==> src/logic/jtag_defs.svh <==
// --------------------
// Shared build constants for the JTAG debug port
// IR width, IDCODE value, debug register count and width
// --------------------

`ifndef JTAG_DEFS_SVH
`define JTAG_DEFS_SVH

// Instruction register width
`define JTAG_IR_LEN 5

// Identification value returned by IDCODE
// Bit 0 must stay 1 as the JTAG standard requires
`define JTAG_IDCODE 32'h1DB0_0A3F

// Debug register bank geometry
`define DBG_NREGS 4
`define DBG_DATA_W 32

`endif
==> src/logic/dbg_pkg.sv <==
// --------------------
// Debug register access types
// Operation code, address, command and status words
// --------------------

`include "jtag_defs.svh"

package dbg_pkg;

    typedef logic [`DBG_DATA_W-1:0]        dbg_data_t;
    typedef logic [$clog2(`DBG_NREGS)-1:0] dbg_addr_t;

    // Operation carried by a shifted-in command
    typedef enum logic [1:0] {
        OP_NOP   = 2'd0,
        OP_READ  = 2'd1,
        OP_WRITE = 2'd2
    } dbg_op_e;

    // Command word, data sits in the low bits and leaves TDI first
    typedef struct packed {
        dbg_op_e   op;
        dbg_addr_t addr;
        dbg_data_t data;
    } dbg_cmd_t;

    // Status word captured back toward TDO
    typedef struct packed {
        logic [2:0] zero;
        logic       err;
        dbg_data_t  rdata;
    } dbg_status_t;

endpackage

==> src/logic/jtag_pkg.sv <==
// --------------------
// TAP protocol types
// State enum, instruction word and instruction codes
// --------------------

`include "jtag_defs.svh"

package jtag_pkg;

    // Sixteen TAP controller states, standard encoding
    typedef enum logic [3:0] {
        TEST_LOGIC_RESET = 4'd0,
        RUN_TEST_IDLE    = 4'd1,
        SELECT_DR        = 4'd2,
        CAPTURE_DR       = 4'd3,
        SHIFT_DR         = 4'd4,
        EXIT1_DR         = 4'd5,
        PAUSE_DR         = 4'd6,
        EXIT2_DR         = 4'd7,
        UPDATE_DR        = 4'd8,
        SELECT_IR        = 4'd9,
        CAPTURE_IR       = 4'd10,
        SHIFT_IR         = 4'd11,
        EXIT1_IR         = 4'd12,
        PAUSE_IR         = 4'd13,
        EXIT2_IR         = 4'd14,
        UPDATE_IR        = 4'd15
    } tap_state_e;

    // Instruction word
    typedef logic [`JTAG_IR_LEN-1:0] jtag_ir_t;

    // Instruction codes
    // Anything not listed here falls back to BYPASS
    localparam jtag_ir_t IR_BYPASS0 = jtag_ir_t'(5'h00);
    localparam jtag_ir_t IR_IDCODE  = jtag_ir_t'(5'h01);
    localparam jtag_ir_t IR_DBGREG  = jtag_ir_t'(5'h10);
    localparam jtag_ir_t IR_BYPASS1 = jtag_ir_t'(5'h1F);

    // Pattern loaded into the IR shift stage in CAPTURE_IR, low bits are 01
    localparam jtag_ir_t IR_CAPTURE_PAT = jtag_ir_t'(5'b00101);

endpackage

==> src/logic/jtag_dr_if.sv <==
// --------------------
// Link between the TAP and an external data register
// Strobes, TDI and current instruction out, TDO back
// --------------------

interface jtag_dr_if import jtag_pkg::*; ();

    // One-cycle strobes from the TAP controller
    logic     capture;
    logic     shift;
    logic     update;
    // Serial data in and current instruction, level signals
    logic     tdi;
    jtag_ir_t ir;
    // Lowest bit of the external register's shift stage
    logic     tdo;

    // TAP side
    modport tap (
        output capture, shift, update, tdi, ir,
        input  tdo
    );

    // Data register side
    modport dr (
        input  capture, shift, update, tdi, ir,
        output tdo
    );

endinterface

==> src/logic/jtag_dbg_top.sv <==
// --------------------
// Debug access port top level
// TAP plus debug register bank on plain pads
// --------------------

`include "jtag_defs.svh"

module jtag_dbg_top (
    input  logic                   clk,
    input  logic                   rst_n,
    // JTAG pads
    input  logic                   tck_i,
    input  logic                   tms_i,
    input  logic                   tdi_i,
    output logic                   tdo_o,
    output logic                   tdo_oe_o,
    // Debug register 0
    output logic [`DBG_DATA_W-1:0] ctrl_o
);

    // Strobes, instruction and return data between TAP and user register
    jtag_dr_if dr_bus ();

    jtag_tap u_tap (
        .clk      (clk),
        .rst_n    (rst_n),
        .tck_i    (tck_i),
        .tms_i    (tms_i),
        .tdi_i    (tdi_i),
        .tdo_o    (tdo_o),
        .tdo_oe_o (tdo_oe_o),
        .dr       (dr_bus.tap)
    );

    jtag_dbg_dr u_dbg_dr (
        .clk    (clk),
        .rst_n  (rst_n),
        .dr     (dr_bus.dr),
        .ctrl_o (ctrl_o)
    );

endmodule

==> src/logic/jtag_dbg_dr.sv <==
// --------------------
// Debug user data register
// 36-bit command / status scan chain
// Four-entry register bank, entry 0 drives the control word
// --------------------

`include "jtag_defs.svh"

module jtag_dbg_dr import jtag_pkg::*; import dbg_pkg::*; (
    input  logic                   clk,
    input  logic                   rst_n,
    jtag_dr_if.dr                  dr,
    output logic [`DBG_DATA_W-1:0] ctrl_o
);

    logic        dbg_sel;
    dbg_status_t status;
    dbg_cmd_t    cmd;
    // High in the cycle after an update, cmd is then the new command
    logic        cmd_vld_q;
    dbg_data_t   regs_q [`DBG_NREGS];
    dbg_data_t   rdata_q;
    logic        err_q;

    // Chain only reacts while its instruction is loaded
    assign dbg_sel = (dr.ir == IR_DBGREG);

    // Reply captured at the start of every scan
    assign status = '{zero: 3'b000, err: err_q, rdata: rdata_q};

    // Command stage clears back to NOP once executed
    jtag_shift_reg #(.T(dbg_cmd_t)) u_cmd_sr (
        .clk           (clk),
        .rst_n         (rst_n),
        .clr_i         (cmd_vld_q),
        .capture_i     (dr.capture && dbg_sel),
        .capture_val_i (dbg_cmd_t'(status)),
        .shift_i       (dr.shift && dbg_sel),
        .sdi_i         (dr.tdi),
        .update_i      (dr.update && dbg_sel),
        .sdo_o         (dr.tdo),
        .shift_q_o     (),
        .value_o       (cmd)
    );

    always_ff @(posedge clk) begin
        if (!rst_n) begin
            cmd_vld_q <= 1'b0;
        end else begin
            cmd_vld_q <= dr.update && dbg_sel;
        end
    end

    // --------------------
    // Command decode
    // --------------------
    always_ff @(posedge clk) begin
        if (!rst_n) begin
            for (int i = 0; i < `DBG_NREGS; i++) begin
                regs_q[i] <= '0;
            end
            rdata_q <= '0;
            err_q   <= 1'b0;
        end else if (cmd_vld_q) begin
            case (cmd.op)
                OP_WRITE: regs_q[cmd.addr] <= cmd.data;
                // Read data goes out on the next capture
                OP_READ:  rdata_q <= regs_q[cmd.addr];
                // A NOP aimed at a nonzero register is flagged, sticky
                OP_NOP: begin
                    if (cmd.addr != '0) begin
                        err_q <= 1'b1;
                    end
                end
                default:  ;
            endcase
        end
    end

    // Control word for the rest of the chip
    assign ctrl_o = regs_q[0];

endmodule

==> src/logic/jtag_tap.sv <==
// --------------------
// JTAG TAP
// TCK oversampler, controller FSM and instruction register
// IDCODE and BYPASS data registers, TDO mux and pad register
// --------------------

`include "jtag_defs.svh"

module jtag_tap import jtag_pkg::*; (
    input  logic  clk,
    input  logic  rst_n,
    input  logic  tck_i,
    input  logic  tms_i,
    input  logic  tdi_i,
    output logic  tdo_o,
    output logic  tdo_oe_o,
    jtag_dr_if.tap dr
);

    logic       tck_rise;
    logic       tck_fall;
    tap_state_e state;
    logic       capture_dr;
    logic       shift_dr;
    logic       update_dr;
    logic       capture_ir;
    logic       shift_ir;
    logic       update_ir;
    logic       trst_n;
    jtag_ir_t   ir;
    logic       ir_sdo;
    logic       idcode_sel;
    logic       dbg_sel;
    logic       bypass_sel;
    logic [31:0] idcode_q;
    logic       bypass_q;
    logic       tdo_mux;

    jtag_tck_sync u_tck_sync (
        .clk        (clk),
        .rst_n      (rst_n),
        .tck_i      (tck_i),
        .tck_rise_o (tck_rise),
        .tck_fall_o (tck_fall)
    );

    jtag_tap_fsm u_fsm (
        .clk          (clk),
        .rst_n        (rst_n),
        .tck_rise_i   (tck_rise),
        .tck_fall_i   (tck_fall),
        .tms_i        (tms_i),
        .state_o      (state),
        .capture_dr_o (capture_dr),
        .shift_dr_o   (shift_dr),
        .update_dr_o  (update_dr),
        .capture_ir_o (capture_ir),
        .shift_ir_o   (shift_ir),
        .update_ir_o  (update_ir),
        .trst_no      (trst_n)
    );

    // Instruction register, falls back to IDCODE on logic reset
    jtag_shift_reg #(.T(jtag_ir_t), .CLR_VAL(IR_IDCODE)) u_ir (
        .clk           (clk),
        .rst_n         (rst_n),
        .clr_i         (!trst_n),
        .capture_i     (capture_ir),
        .capture_val_i (IR_CAPTURE_PAT),
        .shift_i       (shift_ir),
        .sdi_i         (tdi_i),
        .update_i      (update_ir),
        .sdo_o         (ir_sdo),
        .shift_q_o     (),
        .value_o       (ir)
    );

    // --------------------
    // Data register select
    // --------------------
    assign idcode_sel = (ir == IR_IDCODE);
    assign dbg_sel    = (ir == IR_DBGREG);
    // BYPASS0, BYPASS1 and every unknown code
    assign bypass_sel = !idcode_sel && !dbg_sel;

    // IDCODE shifter and one-bit bypass
    always_ff @(posedge clk) begin
        if (!rst_n) begin
            idcode_q <= '0;
            bypass_q <= 1'b0;
        end else begin
            if (capture_dr && idcode_sel) begin
                idcode_q <= `JTAG_IDCODE;
            end else if (shift_dr && idcode_sel) begin
                idcode_q <= {tdi_i, idcode_q[31:1]};
            end
            // Bypass captures 0 so the scan shows a leading zero
            if (capture_dr && bypass_sel) begin
                bypass_q <= 1'b0;
            end else if (shift_dr && bypass_sel) begin
                bypass_q <= tdi_i;
            end
        end
    end

    // External register strobes and data
    assign dr.capture = capture_dr;
    assign dr.shift   = shift_dr;
    assign dr.update  = update_dr;
    assign dr.tdi     = tdi_i;
    assign dr.ir      = ir;

    // --------------------
    // TDO path
    // --------------------
    always_comb begin
        if (state == SHIFT_IR) begin
            tdo_mux = ir_sdo;
        end else if (idcode_sel) begin
            tdo_mux = idcode_q[0];
        end else if (dbg_sel) begin
            tdo_mux = dr.tdo;
        end else begin
            tdo_mux = bypass_q;
        end
    end

    // Pad changes on the falling edge and stays driven afterwards
    always_ff @(posedge clk) begin
        if (!rst_n) begin
            tdo_o    <= 1'b0;
            tdo_oe_o <= 1'b0;
        end else if (tck_fall) begin
            tdo_o    <= tdo_mux;
            tdo_oe_o <= 1'b1;
        end
    end

endmodule

==> src/logic/jtag_shift_reg.sv <==
// --------------------
// Generic capture / shift / update register
// Payload type set by parameter, LSB leaves first
// --------------------

module jtag_shift_reg #(
    parameter type T       = logic [7:0],
    // Value the update stage returns to on reset or clear
    parameter T    CLR_VAL = '0
) (
    input  logic clk,
    input  logic rst_n,
    input  logic clr_i,
    input  logic capture_i,
    input  T     capture_val_i,
    input  logic shift_i,
    input  logic sdi_i,
    input  logic update_i,
    output logic sdo_o,
    output T     shift_q_o,
    output T     value_o
);

    localparam int W = $bits(T);

    logic [W-1:0] shift_q;
    T             value_q;

    // Shift stage, new bits enter at the top
    always_ff @(posedge clk) begin
        if (capture_i) begin
            shift_q <= capture_val_i;
        end else if (shift_i) begin
            shift_q <= {sdi_i, shift_q[W-1:1]};
        end
    end

    // Update stage, holds the value the rest of the chip sees
    always_ff @(posedge clk) begin
        if (!rst_n || clr_i) begin
            value_q <= CLR_VAL;
        end else if (update_i) begin
            value_q <= T'(shift_q);
        end
    end

    assign sdo_o     = shift_q[0];
    assign shift_q_o = T'(shift_q);
    assign value_o   = value_q;

endmodule

==> src/logic/jtag_tap_fsm.sv <==
// --------------------
// TAP controller FSM
// Sixteen-state TMS walk, advances only on a TCK rising pulse
// Capture, shift, update and reset strobes
// --------------------

module jtag_tap_fsm import jtag_pkg::*; (
    input  logic       clk,
    input  logic       rst_n,
    input  logic       tck_rise_i,
    input  logic       tck_fall_i,
    input  logic       tms_i,
    output tap_state_e state_o,
    output logic       capture_dr_o,
    output logic       shift_dr_o,
    output logic       update_dr_o,
    output logic       capture_ir_o,
    output logic       shift_ir_o,
    output logic       update_ir_o,
    output logic       trst_no
);

    tap_state_e state_q;
    tap_state_e state_d;

    // --------------------
    // Next state
    // --------------------
    always_comb begin
        state_d = state_q;
        case (state_q)
            TEST_LOGIC_RESET: state_d = tms_i ? TEST_LOGIC_RESET : RUN_TEST_IDLE;
            RUN_TEST_IDLE:    state_d = tms_i ? SELECT_DR        : RUN_TEST_IDLE;
            // DR column
            SELECT_DR:        state_d = tms_i ? SELECT_IR        : CAPTURE_DR;
            CAPTURE_DR:       state_d = tms_i ? EXIT1_DR         : SHIFT_DR;
            SHIFT_DR:         state_d = tms_i ? EXIT1_DR         : SHIFT_DR;
            EXIT1_DR:         state_d = tms_i ? UPDATE_DR        : PAUSE_DR;
            PAUSE_DR:         state_d = tms_i ? EXIT2_DR         : PAUSE_DR;
            EXIT2_DR:         state_d = tms_i ? UPDATE_DR        : SHIFT_DR;
            UPDATE_DR:        state_d = tms_i ? SELECT_DR        : RUN_TEST_IDLE;
            // IR column
            SELECT_IR:        state_d = tms_i ? TEST_LOGIC_RESET : CAPTURE_IR;
            CAPTURE_IR:       state_d = tms_i ? EXIT1_IR         : SHIFT_IR;
            SHIFT_IR:         state_d = tms_i ? EXIT1_IR         : SHIFT_IR;
            EXIT1_IR:         state_d = tms_i ? UPDATE_IR        : PAUSE_IR;
            PAUSE_IR:         state_d = tms_i ? EXIT2_IR         : PAUSE_IR;
            EXIT2_IR:         state_d = tms_i ? UPDATE_IR        : SHIFT_IR;
            UPDATE_IR:        state_d = tms_i ? SELECT_DR        : RUN_TEST_IDLE;
            default:          state_d = TEST_LOGIC_RESET;
        endcase
    end

    // State moves only in the cycle of a TCK rising pulse
    always_ff @(posedge clk) begin
        if (!rst_n) begin
            state_q <= RUN_TEST_IDLE;
        end else if (tck_rise_i) begin
            state_q <= state_d;
        end
    end

    assign state_o = state_q;

    // --------------------
    // Strobes
    // --------------------
    always_comb begin
        trst_no      = 1'b1;
        capture_dr_o = 1'b0;
        shift_dr_o   = 1'b0;
        update_dr_o  = 1'b0;
        capture_ir_o = 1'b0;
        shift_ir_o   = 1'b0;
        update_ir_o  = 1'b0;
        case (state_q)
            // Logic reset pulse on each rising edge spent here
            TEST_LOGIC_RESET: trst_no      = !tck_rise_i;
            CAPTURE_DR:       capture_dr_o = tck_rise_i;
            SHIFT_DR:         shift_dr_o   = tck_rise_i;
            UPDATE_DR:        update_dr_o  = tck_rise_i;
            CAPTURE_IR:       capture_ir_o = tck_rise_i;
            SHIFT_IR:         shift_ir_o   = tck_rise_i;
            // New instruction latches on the falling edge
            UPDATE_IR:        update_ir_o  = tck_fall_i;
            default:          ;
        endcase
    end

    // Never more than one strobe in flight toward the shift registers
    a_one_strobe : assert property (@(posedge clk) disable iff (!rst_n)
        $onehot0({capture_dr_o, shift_dr_o, update_dr_o,
                  capture_ir_o, shift_ir_o, update_ir_o}));

endmodule

==> src/logic/jtag_tck_sync.sv <==
// --------------------
// Test clock oversampler
// Registers the TCK pad and turns its edges into clk pulses
// --------------------

module jtag_tck_sync (
    input  logic clk,
    input  logic rst_n,
    input  logic tck_i,
    output logic tck_rise_o,
    output logic tck_fall_o
);

    // First stage samples the pad
    logic       tck_q;
    // Two past values, bit 1 is the older one
    logic [1:0] tck_hist_q;

    always_ff @(posedge clk) begin
        if (!rst_n) begin
            tck_q      <= 1'b0;
            tck_hist_q <= 2'b00;
        end else begin
            tck_q      <= tck_i;
            tck_hist_q <= {tck_hist_q[0], tck_q};
        end
    end

    // 01 is a rising edge, 10 a falling one
    assign tck_rise_o = (tck_hist_q == 2'b01);
    assign tck_fall_o = (tck_hist_q == 2'b10);

    // Edge pulses never overlap and TCK holds each level for two clk cycles or more
    a_edge_pulse : assert property (@(posedge clk) disable iff (!rst_n)
        (tck_rise_o |-> !tck_fall_o) and
        ((tck_rise_o || tck_fall_o) |=> !(tck_rise_o || tck_fall_o)));

endmodule

==> config.mk <==
export PLATFORM = sky130hd
export DESIGN_NAME = jtag_dbg_top
export DESIGN_NICKNAME = d
export VERILOG_FILES = /design/src/logic/dbg_pkg.sv /design/src/logic/jtag_pkg.sv /design/src/logic/jtag_dr_if.sv /design/src/logic/jtag_dbg_top.sv /design/src/logic/jtag_dbg_dr.sv /design/src/logic/jtag_tap.sv /design/src/logic/jtag_shift_reg.sv /design/src/logic/jtag_tap_fsm.sv /design/src/logic/jtag_tck_sync.sv
export VERILOG_INCLUDE_DIRS = /design/src /design/src/logic
export SDC_FILE = /design/constraint.sdc
export NUM_CORES = 1
export LEC_CHECK = 0
export BUFFER_PORTS_ARGS = -buffer_cell sky130_fd_sc_hd__buf_2
export CAP_MARGIN = 20
export CORE_MARGIN = 2
export CORE_UTILIZATION = 60
export DETAILED_ROUTE_END_ITERATION = 12
export GPL_TIMING_DRIVEN = 0
export PLACE_DENSITY_LB_ADDON = 0.08
export SLEW_MARGIN = 20
export SYNTH_ARGS = -nofsm -noshare
export SYNTH_HDL_FRONTEND = slang
export SYNTH_SLANG_ARGS = --single-unit
==> constraint.sdc <==
create_clock -name clk -period 5.1 [get_ports clk]
set_input_delay 0.765 -clock clk [delete_from_list [all_inputs] [get_ports clk]]
set_output_delay 0.765 -clock clk [all_outputs]
set_load 0.01 [all_outputs]
* Yosys cells after proc, flatten, opt, wreduce, memory -nomap -nowiden
Memories as Yosys holds them, arrays and structs flattened. A register that Yosys moved wholly into a read port is not among the register bits. Index checks and enable logic that the tools add are counted.
Word-level totals: register bits 126, memories kept 1, bits in writable memories 128, output and inout bits 34, input port bits 5
Memories:
- u_dbg_dr.regs_q | words 4, bits a word 32, rd ports 2, clocked after Yosys merged registers in 1, wr ports 4, RTL line jtag_dbg_dr.sv:21 | dbg_data_t regs_q [`DBG_NREGS];
Operators by class: reduce and logical (&&, ||, !) cells 29, equality and inequality tests 21, multiplexer cells 35, bitwise logic cells 1
Operators with widths (number):
- 33-bit 2-to-1 mux | 2
- 29-bit 2-to-1 mux | 2
- 4-bit case mux with 12 select lines | 1
- 4-bit == test (second input constant) | 8
- 32-bit 2-to-1 mux | 1
- 32-bit OR reduction | 1
- 1-bit 2-to-1 mux | 19
- 4-bit by 3-bit == test with 1-bit output (second input constant) | 4
- 4-bit 2-to-1 mux | 4
- 4-bit by 2-bit == test with 1-bit output (second input constant) | 2
- 1-bit logical AND | 8
- 2-bit 2-to-1 mux | 4
- 2-bit OR reduction | 4
- 1-bit zero test | 6
- 3-bit 2-to-1 mux | 2
- 2-bit nonzero test | 3
- 5-bit by 1-bit == test with 1-bit output (second input constant) | 1
- 5-bit == test (second input constant) | 1
- 2-bit by 1-bit == test with 1-bit output (second input constant) | 2
- 2-bit == test (second input constant) | 2
- 4-bit by 1-bit == test with 1-bit output (second input constant) | 1
- 4-bit zero test | 1
- 3-bit AND reduction | 1
- 3-bit OR reduction | 1
- 4 further kinds | 5

* Depth between registers and ports, before layout
Gate-level depths: netlist of run 1.
depth after elaboration 7, mapped depth 7, mapped depth without buffers 4

* By module
From an unflattened synthesis of run 1, not the netlist that was laid out.
Unflattened totals: cell total of the unflattened synthesis 877, area total of the unflattened synthesis 12061.6 um^2
Modules (own cells, without submodules):
- jtag_dbg_dr | instances 1, cells each 411, area each 6667.6 um^2, seq. area each 4524.3 um^2
- jtag_shift_reg at u_dbg_dr.u_cmd_sr | instances 1, cells each 195, area each 2979.1 um^2, seq. area each 1801.7 um^2
- jtag_tap | instances 1, cells each 172, area each 1465.2 um^2, seq. area each 700.7 um^2
- jtag_tap_fsm | instances 1, cells each 62, area each 446.7 um^2, seq. area each 80.1 um^2
- jtag_shift_reg at u_tap.u_ir | instances 1, cells each 29, area each 411.6 um^2, seq. area each 250.2 um^2
- jtag_tck_sync | instances 1, cells each 8, area each 91.3 um^2, seq. area each 60.1 um^2

* Least setup slack after synthesis of run 1
Ideal clock, no wire load.
path kind flip-flop to flip-flop, start reg u_dbg_dr.u_cmd_sr.value_q, in the netlist u_dbg_dr.u_cmd_sr.value_o[33], end mem u_dbg_dr.regs_q[0][0] in the netlist's numbering, enable pin, required time 4.630 ns, period minus slack after synthesis 3.568 ns, arrival time 3.098 ns, cell stages (with the launch flop) 4, setup slack 1.532 ns, setup time 0.470 ns, buffers on the path 2, cell sequence dfxtp_1 -> buf_2 -> buf_2 -> o31ai_1
RTL lines:
- start: declaration | RTL line jtag_shift_reg.sv:27 | T value_q;
- start signal: assignment | RTL line jtag_shift_reg.sv:43 | value_q <= T'(shift_q);
- end: declaration | RTL line jtag_dbg_dr.sv:21

==> impl_results.md, run 1 <==
* Most frequent cells in the layout: edfxtp_1, nand2_1, dfxtp_1, and2_1, a21oi_1
* Final Hold Viols at 0
* Reg clk slew, reported paths at 0.06 ns
* Post-CTS resize count at 0
* Initial DRC Count at approximately 580
* Maxcap violations at 0
* DR WL/cell at 21.3 um
* Slew Limit Fails at 0
* Starting Density at about three fifths
* Crit Path Max Fanout at 10
* Final period util at 48.5%
* Synth-to-Final Area Change at 14.4%
* Number of global-route vias before repair at 7631
* GPL Wtd Cong at 0.839
* Largest net degree at the start of global routing at 20
* Detailed-route via count at 7584
* Status: completed
* Reg2reg setup slack at 2.63 ns
* Die width at between 100 and 150 um
* RSZ-0062 raised after global routing: no
* Buffers on Ports at 37
* Startpoint of the worst register-to-register path: u_dbg_dr.u_cmd_sr.value_o[34]
* Leading cell type in the layout, fill and taps excluded: edfxtp_1
* Hold depth at 2
* Post-route minimum period at approximately 2.5 ns
* Worst R2R Path Depth at 4
* Height of the die at 145 um
* # diodes at 0
* Hold_ws at 0.431 ns
* Core area at 19500 um^2
* DR vias/cell at 5.83
* Final Instance Count excl. Fillers at 1301
* Synth cell types at 58
* Total CTS buffers at 29
* Overflow after GRT at 0
* PD cells at approximately 350 nW/um^2
* Post-Syn Area at 11900 um^2
* Setup bufs post-CTS at 0
* Clock buffer depth at 3
* Net Count, Synth at 943
* CP arrival at 2.88 ns
* Antenna viol nets, final at 0
* Initial antenna violation count at 0
* TNS Setup at 0 ns
* Total Power Consumption at 4.70 mW
* Clk_skew at between 0.009 and 0.01 ns
* Post-synthesis register bit count at roughly 290
* Worst hold path class: in2reg
* Worst EP required at 5.51 ns
* First-pass GRT wire length at 42900 um
* Synth Flop Type: edfxtp_1
* Nets at 1018
* Reg2reg end: u_dbg_dr.regs_q[0][4]
* Total Wirelength at approximately 28000 um
* Critical path launch point type: flop
* Ys Warns at 0
* H-Tree Depth at 1
* FP Rows at around 50
* Ports at 39
* DR DRC count at 0
* Cts hold-fix bufs at 0
* CTS tree: built
* Num Clock Sinks at 286
* Crit path kind: reg2reg
* Async set or reset register ratio after synthesis at 0%
* Seq/Total Area, Yosys at 61.9%
* Max frequency at 405 MHz
* Hold Path End: u_tap.u_tck_sync.tck_q
* DP HPWL at ~18000 um
* Worst slew margin at 41.5%
* Number of setup violations in the final report at 0
* Total die area at 20900 um^2
* Share of cells above drive strength 1 at 20.8%
* Worst-Skew Late Latency at 0.55 ns
* P_leak at slightly above 5 nW
* Placed cells at about 1200
* Slew @ Worst Pin at approximately 0.88 ns
* Hold Startpoint: tck_i
* Crit end category: flop
* Syn_area_per_cell at about 13 um^2
* Root buf cell: clkbuf_16
* GRT Total Usage at 27.5%
* Post-Syn Instances at 938
* VDD IR max at 282 uV
* Number of enable flip-flop cells after synthesis at 161
* TritonRoute pass-1 iters at 5
## critical path, cell delays in order (launching register included)
cell      delay (ns)
dfxtp_1         0.36
nand3b_1        0.48
nor2_1          0.70
clkbuf_1        0.53
and3_1          0.26
## how the worst max path moves through the flow
stage / to / slack (ns) / start
finish: u_dbg_dr.regs_q[0][4] / 2.63 / u_dbg_dr.u_cmd_sr.value_o[34]
global route: u_dbg_dr.regs_q[0][11] / 2.53 / u_dbg_dr.u_cmd_sr.value_o[34]
CTS: u_dbg_dr.regs_q[0][16] / 2.66 / u_dbg_dr.u_cmd_sr.value_o[34]
detailed placement: u_dbg_dr.regs_q[0][10] / 2.32 / rst_n
global placement: u_dbg_dr.regs_q[3][21] / -0.83 / u_dbg_dr.u_cmd_sr.value_o[33]
floorplan: u_dbg_dr.regs_q[0][0] / 1.53 / u_dbg_dr.u_cmd_sr.value_o[33]
## where the power goes
group | total (mW) | internal [mW] | switching (mW)
clock network | 2.13 | 1.25 | 0.878
registers | 2.47 | 2.45 | 0.0129
logic | 0.106 | 0.0359 | 0.0706
total | 4.70 | 3.74 | 0.962
## area by class of cell
type                    count  area, um^2
clock inverters             8        43.8
flip-flops and latches    286        7340
clock buffers              46         931
inverters                   7        26.3
plain buffers              64         347
multi-input cells         581        4210
fillers                  1445        5890
well taps                 265         332
repair buffers             44         349
## cells in the mapped netlist (all sizes together), types with 4 or more instances
library cell / number / share of area, %
a21oi: 74 / 3.1
a31oi: 5 / 0.26
and2: 100 / 5.3
and3: 33 / 1.7
and3b: 4 / 0.30
buf: 30 / 1.8
clkbuf: 34 / 1.1
dfxtp: 125 / 21
edfxtp: 161 / 41
inv: 7 / 0.22
mux2: 33 / 4.0
mux2i: 27 / 2.3
mux4: 32 / 6.1
nand2: 146 / 4.6
nand2b: 5 / 0.26
nand3: 5 / 0.25
nand4: 6 / 0.44
nor2: 38 / 1.3
nor2b: 7 / 0.37
nor3: 8 / 0.47
nor3b: 4 / 0.44
o211ai: 4 / 0.25
o21ai: 13 / 0.55
o221a: 13 / 1.2
## per-layer routing
metal,vias to the layer above,part of all wire [%],track usage (%)
met5,-,0,0
met4,0,2.0,6.95
met3,50,5.2,3.94
met2,237,49,46.7
met1,3793,44,37.7
li1,3504,-,-
## stage by stage
step,setup WS [ns],cell area [um^2],util [%]
floorplan,1.53,11900,-
global placement,-0.826,12400,63.6
detailed placement,2.32,12600,64.7
CTS,2.66,13600,69.7
global route,2.53,13600,69.7
finish,2.63,13600,69.7
## kinds of logic (layout without fill, tap and decap cells)
| logic type | Yosys count | in the layout | synth area share, % |
|---|---|---|---|
| buffers and inverters | 71 | 169 | 3.14 |
| DFF | 286 | 286 | 61.9 |
| muxes | 92 | 92 | 12.3 |
| xor gates and xnor gates | 2 | 2 | 0.148 |
| and+or+nand+nor | 368 | 368 | 16.4 |
| AOI/OAI and AO/OA | 119 | 119 | 6.12 |
## sequential cells by signal, indices dropped and copies added, names as in the netlist
name,cells
u_tap.tdo_o,1
u_tap.u_tck_sync.tck_hist_q,2
u_tap.bypass_q,1
u_tap.u_fsm.state_o,4
u_dbg_dr.rdata_q,32
u_tap.idcode_q,32
u_dbg_dr.cmd_vld_q,1
u_dbg_dr.err_q,1
u_tap.u_tck_sync.tck_q,1
u_dbg_dr.regs_q,128
u_dbg_dr.u_cmd_sr.value_o,36
u_tap.u_ir.value_o,5
u_tap.u_ir.shift_q_o,5
u_dbg_dr.u_cmd_sr.shift_q_o,36
u_tap.tdo_oe_o,1
No activity file was read; power rests on OpenSTA's default activity.
==> run 2: changes to the inputs <==
==> constraint.sdc (replaced) <==
create_clock -name clk -period 2.3 [get_ports clk]
set_input_delay 0.345 -clock clk [delete_from_list [all_inputs] [get_ports clk]]
set_output_delay 0.345 -clock clk [all_outputs]
set_load 0.01 [all_outputs]
==> impl_results.md, run 2 (synthesized netlist as in run 1, its figures left out) <==
* Status: completed
* Core area at about 19000 um^2
* Hold depth at 3
* Critical path launch point type: flop
* Overflow after GRT at 0
* Initial antenna violation count at 0
* DP HPWL at 18000 um
* Final period util at 91.0%
* Sequential power share at a little over half
* RSZ-0062 raised after global routing: no
* Max incr delay on CP at approximately 0.70 ns
* Largest register FFs at 128
* Combinational fraction of design power at 2.4%
* Crit Path Max Fanout at 12
* DR vias/cell at ~5.8
* Detailed-route via count at 7553
* Height of the die at around 140 um
* Maxcap violations at 0
* Number of setup violations in the final report at 0
* CTS tree: built
* P_leak at 5.07 nW
* Largest Register: u_dbg_dr.regs_q
* Ports at 39
* CP arrival at ~2.3 ns
* # diodes at 0
* Starting Density at 61.0%
* Psw at 2.09 mW
* Nets at 1023
* FP Rows at 51
* Critical path cell sequence: buf_2 > buf_2 > o31ai_4 > buf_6
* Slowest-stage cell, CP: o31ai_4
* Util after Layout at 69.4%
* H-Tree Depth at 1
* Largest net degree at the start of global routing at 27
* Slew @ Worst Pin at 0.947 ns
* Int Power at about 7.9 mW
* PD cells at 742 nW/um^2
* Number of global-route vias before repair at 7374
* DR DRC count at 0
* Hold_ws at between 0.1 and 0.15 ns
* Worst EP required at 2.54 ns
* Total CTS buffers at 29
* Fillers at ~1400
* Die width at 145 um
* Pre-CTS setup slack at -0.0998 ns
* Total die area at 20900 um^2
* Worst-Skew Late Latency at 0.55 ns
* DR WL/cell at roughly 21 um
* TritonRoute pass-1 iters at 5
* Root buf cell: clkbuf_16
* GRT Total Usage at 26.5%
* Crit end category: flop
* Num Clock Sinks at 286
* Post-route minimum period at 2.09 ns
* GPL Wtd Cong at ~0.84
* Worst setup margin at 0.207 ns
* Crit path kind: reg2reg
* Synth-to-Final Area Change at 13.8%
* Final Hold Viols at 0
* Switching share of power at around a fifth
* Worst R2R Path Depth at 4
* Slew Limit Fails at 0
* Clk_skew at 0.0108 ns
* Worst hold path class: in2reg
* Clock buffer depth at 3
* Leading cell type in the layout, fill and taps excluded: edfxtp_1
* Share of cells above drive strength 1 at between 20% and 30%
* Cell repeated most along the worst path: buf_2
* Antenna viol nets, final at 0
* Initial DRC Count at around 570
* Power share of the clock group at 43.1%
* Buffers on Ports at 37
* Worst slew margin at roughly 37%
* Reg clk slew, reported paths at about 0.06 ns
* VDD IR max at 664 uV
* First-pass GRT wire length at 41300 um
* Most frequent cells in the layout: edfxtp_1, nand2_1, dfxtp_1, and2_1, a21oi_1
* Total Wirelength at 27000 um
* Max frequency at 478 MHz
==> run 2: cell types whose count changed in the layout (fill, tap and decap cells not counted), moves of 2 or more <==
cell      delta
clkbuf_8    -10
clkbuf_2     +6
buf_4        +3
clkbuf_1     +3
buf_12       +2
buf_16       -2
clkinv_1     +2
==> run 2: per-layer routing <==
layer | wire, um | vias to the layer above | GRT usage, %
met1 | 11800 | 3747 | 36.6
met5 | 0 | - | 0
li1 | - | 3511 | -
met3 | 1360 | 61 | 3.34
met4 | 803 | 0 | 7.92
met2 | 13000 | 234 | 44.5
==> run 2: area by class of cell <==
type,instances,area (um^2),share of cell area [%]
tap,265,332,2.46
inverter,7,26.3,0.195
sequential,286,7340,54.3
clock inverter,10,62.6,0.463
clock buffer,44,802,5.94
multi-input combinational,581,4210,31.2
buffer,64,354,2.62
timing repair buffer,49,382,2.83
==> run 2: path summary, 6_finish.rpt <==
kind	startpoint	to	slack, ns
min	tdi_i	u_tap.u_ir.shift_q_o[4]	0.12
max reg2reg	u_dbg_dr.u_cmd_sr.value_o[33]	u_dbg_dr.regs_q[0][4]	0.21
min reg2reg	u_tap.u_tck_sync.tck_q	u_tap.u_tck_sync.tck_hist_q[0]	0.44
max	u_dbg_dr.u_cmd_sr.value_o[33]	u_dbg_dr.regs_q[0][4]	0.21
==> run 2: power by group through the flow <==
stage | Sequential, mW | Clock (mW) | Combinational, mW
floorplan | 5.58 | 0 | 0.115
global placement | 5.58 | 0 | 0.201
detailed placement | 5.58 | 0 | 0.231
CTS | 5.47 | 4.36 | 0.239
global route | 5.47 | 4.57 | 0.255
finish | 5.47 | 4.32 | 0.238
==> run 2: repair_timing <==
action	in CTS	in global routing
hold buffers	1	0
setup buffers	2	2
hold endpoints to repair	1	0
setup endpoints to repair	81	79
pin swaps	1	1
gates resized for setup	6	2
==> run 2: worst max-delay path, delay by kind of cell (launching register included) <==
family / cells / cell delay (ns)
compound gates: 1 / 0.70
flops: 1 / 0.31
buf+inv: 3 / 0.76
==> run 2: metrics by stage <==
stage / instance area (um^2) / std cells / setup TNS (ns) / total power [mW]
after floorplan: 11900 / 938 / 0 / 5.69
after global placement: 12400 / 1240 / -87.63 / 5.78
after detailed placement: 12600 / 1247 / -2.29 / 5.81
after CTS: 13500 / 1304 / 0 / 10.1
after global routing: 13500 / 1306 / 0 / 10.3
final: 13500 / 1306 / 0 / 10.0
